$ cat src/rtl/fetch_pkg.sv
package fetch_pkg;

  // Data and address width of the core.
  localparam int XLEN = 32;

  // First fetch address after reset.
  localparam logic [XLEN-1:0] RESET_PC = 32'h0000_0100;

  // Address increment between two sequential instructions.
  localparam logic [XLEN-1:0] PC_STEP = 4;

  // Cache geometry. A line holds LINE_WORDS words of XLEN bits.
  localparam int LINE_WORDS = 4;
  localparam int OFFSET_W   = 4;  // Byte offset within a line.
  localparam int INDEX_W    = 4;
  localparam int TAG_W      = XLEN - INDEX_W - OFFSET_W;
  localparam int LINES      = 2 ** INDEX_W;

  // Word select bits inside a line, above the two byte bits.
  localparam int WORD_IDX_W = OFFSET_W - 2;
  localparam logic [WORD_IDX_W-1:0] LAST_WORD = WORD_IDX_W'(LINE_WORDS - 1);

  // Refill sequence of the instruction cache.
  typedef enum logic [1:0] {
    S_IDLE,
    S_REQ,
    S_WAIT,
    S_RESP
  } cache_state_e;

endpackage
$ cat src/rtl/fetch_top.sv
module fetch_top (
  input  logic                       clk,
  input  logic                       nrst,
  input  logic                       i_redirect,
  input  logic [fetch_pkg::XLEN-1:0] i_redirect_pc,
  output logic                       o_inst_valid,
  output logic [fetch_pkg::XLEN-1:0] o_inst,
  output logic [fetch_pkg::XLEN-1:0] o_inst_pc,
  input  logic                       i_inst_ready,
  output logic                       o_mem_req_valid,
  output logic [fetch_pkg::XLEN-1:0] o_mem_addr,
  input  logic                       i_mem_req_ready,
  input  logic                       i_mem_resp_valid,
  input  logic [fetch_pkg::XLEN-1:0] i_mem_resp_data
);

  logic                       pc_valid;
  logic                       pc_ready;
  logic [fetch_pkg::XLEN-1:0] pc_addr;

  pc_gen pc_gen_i (
    .clk           (clk),
    .nrst          (nrst),
    .i_redirect    (i_redirect),
    .i_redirect_pc (i_redirect_pc),
    .o_pc_valid    (pc_valid),
    .o_pc          (pc_addr),
    .i_pc_ready    (pc_ready)
  );

  // The redirect also flushes whatever the fetch stage has in flight.
  fetch_unit fetch_unit_i (
    .clk              (clk),
    .nrst             (nrst),
    .i_pc_valid       (pc_valid),
    .i_pc             (pc_addr),
    .o_pc_ready       (pc_ready),
    .i_flush          (i_redirect),
    .o_inst_valid     (o_inst_valid),
    .o_inst           (o_inst),
    .o_inst_pc        (o_inst_pc),
    .i_inst_ready     (i_inst_ready),
    .o_mem_req_valid  (o_mem_req_valid),
    .o_mem_addr       (o_mem_addr),
    .i_mem_req_ready  (i_mem_req_ready),
    .i_mem_resp_valid (i_mem_resp_valid),
    .i_mem_resp_data  (i_mem_resp_data)
  );

endmodule

$ cat src/rtl/fetch_unit.sv
module fetch_unit (
  input  logic                       clk,
  input  logic                       nrst,
  input  logic                       i_pc_valid,
  input  logic [fetch_pkg::XLEN-1:0] i_pc,
  output logic                       o_pc_ready,
  input  logic                       i_flush,
  output logic                       o_inst_valid,
  output logic [fetch_pkg::XLEN-1:0] o_inst,
  output logic [fetch_pkg::XLEN-1:0] o_inst_pc,
  input  logic                       i_inst_ready,
  output logic                       o_mem_req_valid,
  output logic [fetch_pkg::XLEN-1:0] o_mem_addr,
  input  logic                       i_mem_req_ready,
  input  logic                       i_mem_resp_valid,
  input  logic [fetch_pkg::XLEN-1:0] i_mem_resp_data
);

  logic                                                   req_valid_q;
  logic [fetch_pkg::XLEN-1:0]                             req_pc_q;
  logic                                                   cache_valid;
  logic                                                   cache_ready;
  logic                                                   line_valid;
  logic                                                   line_ready;
  logic [fetch_pkg::XLEN-1:0]                             line_addr;
  logic [fetch_pkg::LINE_WORDS-1:0][fetch_pkg::XLEN-1:0] line_data;
  logic                                                   line_match;
  logic                                                   can_accept;

  // Only a line for the request still in flight may reach the back end.
  assign line_match   = req_valid_q && (line_addr == req_pc_q) && !i_flush;
  assign o_inst_valid = line_valid && line_match;
  assign o_inst       = line_data[line_addr[fetch_pkg::OFFSET_W-1 -: fetch_pkg::WORD_IDX_W]];
  assign o_inst_pc    = line_addr;

  // Stale lines are drained at once so the cache can move on.
  assign line_ready = !line_match || i_inst_ready;

  // The address offered during a flush is from the old path and is refused.
  assign can_accept  = !i_flush && (!req_valid_q || (o_inst_valid && i_inst_ready));
  assign cache_valid = i_pc_valid && can_accept;
  assign o_pc_ready  = can_accept && cache_ready;

  always_ff @(posedge clk) begin
    if (!nrst) begin
      req_valid_q <= 1'b0;
    end else if (i_flush) begin
      req_valid_q <= 1'b0;
    end else if (i_pc_valid && o_pc_ready) begin
      req_valid_q <= 1'b1;
    end else if (o_inst_valid && i_inst_ready) begin
      req_valid_q <= 1'b0;
    end
  end

  always_ff @(posedge clk) begin
    if (i_pc_valid && o_pc_ready) begin
      req_pc_q <= i_pc;
    end
  end

  icache icache_i (
    .clk              (clk),
    .nrst             (nrst),
    .i_valid          (cache_valid),
    .i_addr           (i_pc),
    .o_ready          (cache_ready),
    .o_valid          (line_valid),
    .o_addr           (line_addr),
    .o_data           (line_data),
    .i_ready          (line_ready),
    .o_mem_req_valid  (o_mem_req_valid),
    .o_mem_addr       (o_mem_addr),
    .i_mem_req_ready  (i_mem_req_ready),
    .i_mem_resp_valid (i_mem_resp_valid),
    .i_mem_resp_data  (i_mem_resp_data)
  );

endmodule

$ cat src/rtl/icache.sv
module icache (
  input  logic                                                  clk,
  input  logic                                                  nrst,
  input  logic                                                  i_valid,
  input  logic [fetch_pkg::XLEN-1:0]                            i_addr,
  output logic                                                  o_ready,
  output logic                                                  o_valid,
  output logic [fetch_pkg::XLEN-1:0]                            o_addr,
  output logic [fetch_pkg::LINE_WORDS-1:0][fetch_pkg::XLEN-1:0] o_data,
  input  logic                                                  i_ready,
  output logic                                                  o_mem_req_valid,
  output logic [fetch_pkg::XLEN-1:0]                            o_mem_addr,
  input  logic                                                  i_mem_req_ready,
  input  logic                                                  i_mem_resp_valid,
  input  logic [fetch_pkg::XLEN-1:0]                            i_mem_resp_data
);

  logic [fetch_pkg::LINES-1:0]                            line_valid_q;
  logic [fetch_pkg::TAG_W-1:0]                            tag_mem [fetch_pkg::LINES];
  logic [fetch_pkg::LINE_WORDS-1:0][fetch_pkg::XLEN-1:0] data_mem [fetch_pkg::LINES];

  fetch_pkg::cache_state_e                                state_q;
  logic                                                   hit_valid_q;
  logic [fetch_pkg::XLEN-1:0]                             addr_q;
  logic [fetch_pkg::LINE_WORDS-1:0][fetch_pkg::XLEN-1:0] line_q;
  logic [fetch_pkg::LINE_WORDS-1:0][fetch_pkg::XLEN-1:0] line_fill;
  logic [fetch_pkg::WORD_IDX_W-1:0]                       word_q;

  logic [fetch_pkg::INDEX_W-1:0] req_index;
  logic [fetch_pkg::INDEX_W-1:0] fill_index;
  logic [fetch_pkg::TAG_W-1:0]   req_tag;
  logic [fetch_pkg::TAG_W-1:0]   fill_tag;
  logic                          accept;
  logic                          hit;
  logic                          fill_word;
  logic                          last_word;

  assign req_index  = i_addr[fetch_pkg::OFFSET_W +: fetch_pkg::INDEX_W];
  assign req_tag    = i_addr[fetch_pkg::XLEN-1 -: fetch_pkg::TAG_W];
  assign fill_index = addr_q[fetch_pkg::OFFSET_W +: fetch_pkg::INDEX_W];
  assign fill_tag   = addr_q[fetch_pkg::XLEN-1 -: fetch_pkg::TAG_W];

  assign hit = line_valid_q[req_index] && (tag_mem[req_index] == req_tag);

  // A held hit response blocks new lookups until the consumer takes it.
  assign o_ready = (state_q == fetch_pkg::S_IDLE) && (!hit_valid_q || i_ready);
  assign accept  = i_valid && o_ready;

  assign o_valid = hit_valid_q || (state_q == fetch_pkg::S_RESP);
  assign o_addr  = addr_q;
  assign o_data  = line_q;

  // Refill reads go out one word at a time, lowest word first.
  assign o_mem_req_valid = (state_q == fetch_pkg::S_REQ);
  assign o_mem_addr      = {addr_q[fetch_pkg::XLEN-1:fetch_pkg::OFFSET_W], word_q, 2'b00};

  // The memory answers in a cycle after the request handshake.
  assign fill_word = (state_q == fetch_pkg::S_WAIT) && i_mem_resp_valid;
  assign last_word = (word_q == fetch_pkg::LAST_WORD);

  always_comb begin
    line_fill         = line_q;
    line_fill[word_q] = i_mem_resp_data;
  end

  always_ff @(posedge clk) begin
    if (!nrst) begin
      state_q      <= fetch_pkg::S_IDLE;
      hit_valid_q  <= 1'b0;
      line_valid_q <= '0;
      word_q       <= '0;
    end else begin
      case (state_q)
        fetch_pkg::S_IDLE: begin
          if (accept) begin
            hit_valid_q <= hit;
            if (!hit) begin
              state_q <= fetch_pkg::S_REQ;
              word_q  <= '0;
            end
          end else if (i_ready) begin
            hit_valid_q <= 1'b0;
          end
        end
        fetch_pkg::S_REQ: begin
          if (i_mem_req_ready) begin
            state_q <= fetch_pkg::S_WAIT;
          end
        end
        fetch_pkg::S_WAIT: begin
          if (i_mem_resp_valid) begin
            if (last_word) begin
              state_q                  <= fetch_pkg::S_RESP;
              line_valid_q[fill_index] <= 1'b1;  // Line is complete.
            end else begin
              state_q <= fetch_pkg::S_REQ;
              word_q  <= word_q + 1'b1;
            end
          end
        end
        fetch_pkg::S_RESP: begin
          if (i_ready) begin
            state_q <= fetch_pkg::S_IDLE;
          end
        end
        default: state_q <= fetch_pkg::S_IDLE;
      endcase
    end
  end

  // Arrays and the response line.
  always_ff @(posedge clk) begin
    if (accept) begin
      addr_q <= i_addr;
      line_q <= data_mem[req_index];
    end
    if (fill_word) begin
      line_q <= line_fill;
      if (last_word) begin
        data_mem[fill_index] <= line_fill;
        tag_mem[fill_index]  <= fill_tag;
      end
    end
  end

endmodule

$ cat src/rtl/pc_gen.sv
module pc_gen (
  input  logic                       clk,
  input  logic                       nrst,
  input  logic                       i_redirect,
  input  logic [fetch_pkg::XLEN-1:0] i_redirect_pc,
  output logic                       o_pc_valid,
  output logic [fetch_pkg::XLEN-1:0] o_pc,
  input  logic                       i_pc_ready
);

  logic                       valid_q;
  logic [fetch_pkg::XLEN-1:0] pc_q;
  logic                       step;

  assign step = valid_q && i_pc_ready;

  // The address is always meaningful once out of reset, so valid only drops
  // during reset itself.
  always_ff @(posedge clk) begin
    if (!nrst) begin
      valid_q <= 1'b0;
      pc_q    <= fetch_pkg::RESET_PC;
    end else begin
      valid_q <= 1'b1;
      if (i_redirect) begin
        pc_q <= i_redirect_pc;  // A redirect beats a sequential step.
      end else if (step) begin
        pc_q <= pc_q + fetch_pkg::PC_STEP;
      end
    end
  end

  assign o_pc_valid = valid_q;
  assign o_pc       = pc_q;

endmodule

$ cat config.mk
export PLATFORM = sky130hd
export DESIGN_NAME = fetch_top
export DESIGN_NICKNAME = d
export VERILOG_FILES = /design/src/rtl/fetch_pkg.sv /design/src/rtl/fetch_top.sv /design/src/rtl/fetch_unit.sv /design/src/rtl/icache.sv /design/src/rtl/pc_gen.sv
export SDC_FILE = /design/constraint.sdc
export NUM_CORES = 2
export LEC_CHECK = 0
export ABC_AREA = 1
export BUFFER_PORTS_ARGS = -buffer_cell sky130_fd_sc_hd__buf_2
export CAP_MARGIN = 10
export CORE_MARGIN = 2
export CORE_UTILIZATION = 45
export DETAILED_ROUTE_END_ITERATION = 6
export GPL_TIMING_DRIVEN = 0
export MAX_ROUTING_LAYER = met4
export PLACE_DENSITY_LB_ADDON = 0.12
export SLEW_MARGIN = 20
export SYNTH_ARGS = -nofsm -noshare
export SYNTH_HDL_FRONTEND = slang
export SYNTH_SLANG_ARGS = --single-unit
$ cat constraint.sdc
create_clock -name clk -period 28.4 [get_ports clk]
set_clock_uncertainty 0.1 [all_clocks]
set_input_delay 4.26 -clock clk [delete_from_list [all_inputs] [get_ports clk]]
set_output_delay 4.26 -clock clk [all_outputs]
set_load 0.005 [all_outputs]
==> impl_metrics.yaml <==
detailed_routing:
  drt_iter0_markers: 11700
  vias: 78800
  wl_per_cell_um: 33.2
  wl_mm: 425
  dr.pass1.iters: 7
  drc_errors: 0
  avgViaCountPerCell: 6.17
  ant_nets: 0
sta:
  fmax_mhz: 101
  final.setup.tns_ns: 0
  rsz0062_at_grt: "no"
  setup_viol: 0
  final_hold_viol_count: 0
  fin_crit_sh_pct: 34.8
  worst_slew_pin_slew_ns: 1.39
  timing.slew.headroom_pct: 7.12
  drv_slew: 0
  post-route-min-period_ns: 9.89
global_route:
  grt_pass1_vias: 73200
  grt_first_pass_wirelength_mm: 582
  antenna_found_initial: 47
  gr-usage-all-layers_pct: 35.1
  grt_overflow: 0
  grt_max_degree: 42
pwr:
  seqPwrFrac_pct: 47.7
  pwr_density_cell_nw_per_um2: 84.1
  switching_share_pct: 30.0
  vdd_drop_max_v: 0.0000672
  p_clk_share_pct: 35.2
  p_int_mw: 7.45
  combPwrFrac_pct: 17.1
  power_leakage_nw: 42.7
  p_sw_mw: 3.19
worst_setup_path:
  crit_fanout: 8
  slowest_delay_ns: 0.26
  endpoint_kind: "output pin"
  crit_path_top_delay_cell: "nor4_1"
  arrival_ns: 5.53
  crit_path_start_kind: "primary input"
  path_cells: "clkbuf_1 > inv_1 > nand3_1 > nor4_1 > nand3_1 > nor3_1 > buf_2"
  crit_top_cell: "nand3_1"
  critPathKind: "in -> out"
  critPathBufInv: 3
  crit_family: "simple AND/OR/NAND/NOR gates"
  required_ns: 24.04
placed_design:
  port_buffers: 164
  place_hpwl_mm: 300
  place_congestion: 1.03
finish:
  final_util_pct: 52.7
  synthToLayoutAreaGrowth_pct: 16.7
  regArea_um2: 80000
  finalNetCount: 9419
  fillers: 20600
  drive_gt1_share_pct: 10.6
  multi_input_area_um2: 24900
clock_tree:
  cts_tree: "built"
  clock_sinks: 2683
  cts_resized: 0
  clockBufferDepth: 4
  cts_inserted_buffers: 302
  cts_htree_levels: 5
  insertion_delay_ns: 0.96
  clk_pin_slew_worst_paths_ns: 0.06
  hold_buffers: 0
  cts_root_buffer: "clkbuf_16"
  cts_setup_buffers: 0
yosys:
  synth_edf_count: 2624
  syn_inst: 8704
  ys_seq_area_share_pct: 73.8
  ys_ff_latch: 2683
  synth-async-reset-ratio_pct: 0
  ys.flop_type: "edfxtp_1"
  yosys_warnings: 0
  synth.avg_cell_area_um2: 12.4
  netlist_area_um2: 108000
  post_synth_num_cell_types: 48
floorplanning:
  start_util_pct: 45.1
  fp.dieH_um: 495
  num_rows: 180
  die_w_um: 495
  die_area_um2: 245000
  coreArea_um2: 240000
  io_pins: 168
flow_run:
  max-cap-violations: 0
worst_hold_path:
  holdCritPathClass: "reg -> reg"
outcome:
  outcome: "completed"
-- sequential cells by signal, indices dropped and copies added, names as in the netlist, named ones only --
signal	cells
fetch_unit_i.icache_i.state_q	2
pc_gen_i.o_pc	32
fetch_unit_i.icache_i.o_addr	32
fetch_unit_i.icache_i.data_mem	2048
fetch_unit_i.icache_i.tag_mem	384
fetch_unit_i.icache_i.word_q	2
pc_gen_i.o_pc_valid	1
fetch_unit_i.req_valid_q	1
fetch_unit_i.icache_i.o_data	128
fetch_unit_i.icache_i.hit_valid_q	1
fetch_unit_i.icache_i.line_valid_q	16
fetch_unit_i.req_pc_q	32
-- worst paths after layout --
kind,end,depth (start not counted),startpoint,slack [ns]
max reg2reg,fetch_unit_i.icache_i.data_mem[3][53],10,fetch_unit_i.icache_i.word_q[0],22.71
max,o_inst_valid,7,i_redirect,18.51
min,fetch_unit_i.req_pc_q[10],0,pc_gen_i.o_pc[10],0.35
min reg2reg,fetch_unit_i.req_pc_q[10],0,pc_gen_i.o_pc[10],0.35
-- stage by stage --
step / instance area (µm²) / worst slack, ns / hold slack, ns / instances / total power, mW
detailed placement: 117000 / 18.53 / 0.331 / 12200 / 6.91
global route: 126000 / 18.45 / 0.353 / 12800 / 10.9
floorplan: 108000 / 16.23 / 0.320 / 8705 / 5.94
global placement: 113000 / 5.61 / 0.331 / 12100 / 6.86
finish: 126000 / 18.51 / 0.347 / 12800 / 10.6
CTS: 126000 / 18.52 / 0.346 / 12700 / 10.6
-- layout by cell type, fill, tap and decap left out, drive strengths merged, types with 47 or more instances in the layout --
cell	n
a21oi	47
a31oi	116
buf	562
clkbuf	788
clkinv	110
dfxtp	59
edfxtp	2624
inv	184
nand2	1000
nand3	350
nor2	1545
o21ai	1331
o221ai	107
o22ai	495
-- layer usage --
layer,global-route usage [%],wire length (µm)
met4,18.7,27100
met1,46.1,164000
met3,6.55,43000
met2,51.9,190000
met5,-,0
-- worst reg2reg max path, delay by kind of cell (launching register included) --
| family | cells | cell delay (ns) |
|---|---|---|
| buffers and inverters | 6 | 2.66 |
| adder cells (fa/ha/maj) | 1 | 0.55 |
| AND/OR/NAND/NOR | 3 | 1.63 |
| flip-flops | 1 | 0.41 |
-- final cells by class --
cell class	count	area share, %
clock buffers	383	6.36
well taps	3185	3.15
clock inverters	138	0.928
multi-input cells	5208	19.7
flip-flops and latches	2683	63.2
inverters	182	0.542
plain buffers	632	2.32
diodes	33	0.0653
repair buffers	335	3.70
-- cell usage after synthesis (29+ instances only) --
master    count  share of area [%]
edfxtp_1   2624                 73
nor2_1     1542                5.3
o21ai_0    1235                5.7
nand2_1     998                3.5
o22ai_1     495                2.9
clkbuf_1    405                1.4
nand3_1     349                1.6
inv_1       175               0.61
buf_2       122               0.56
a31oi_1     116               0.67
o221ai_1    107               0.87
o21ai_1      96               0.44
dfxtp_1      59                1.1
buf_4        57               0.39
a21oi_1      46               0.21
xor2_1       33               0.27
mux2_2       30               0.31
o21bai_1     29               0.20
-- power groups by stage --
stage	Sequential (mW)	Combinational (mW)	Clock [mW]
after floorplan	5.06	0.871	0
after global placement	5.17	1.69	0
after detailed placement	5.15	1.76	0
after CTS	5.07	1.76	3.77
after global routing	5.08	1.89	3.91
final	5.08	1.82	3.74
-- cells by family (layout without fill, tap and decap cells) --
| kind of cell | after synthesis | after routing | share of synthesized area, % |
|---|---|---|---|
| xor gates and xnor gates | 37 | 37 | 0.299 |
| other | 1 | 35 | 0.00346 |
| muxes | 30 | 30 | 0.312 |
| DFF | 2683 | 2683 | 73.8 |
| buffers and inverters | 814 | 1670 | 3.32 |
| AOI/OAI and AO/OA | 2189 | 2189 | 11.4 |
| and+or+nand+nor | 2945 | 2945 | 10.8 |
| adders and majority gates | 5 | 5 | 0.0577 |
No activity file was read; power rests on OpenSTA's default activity.
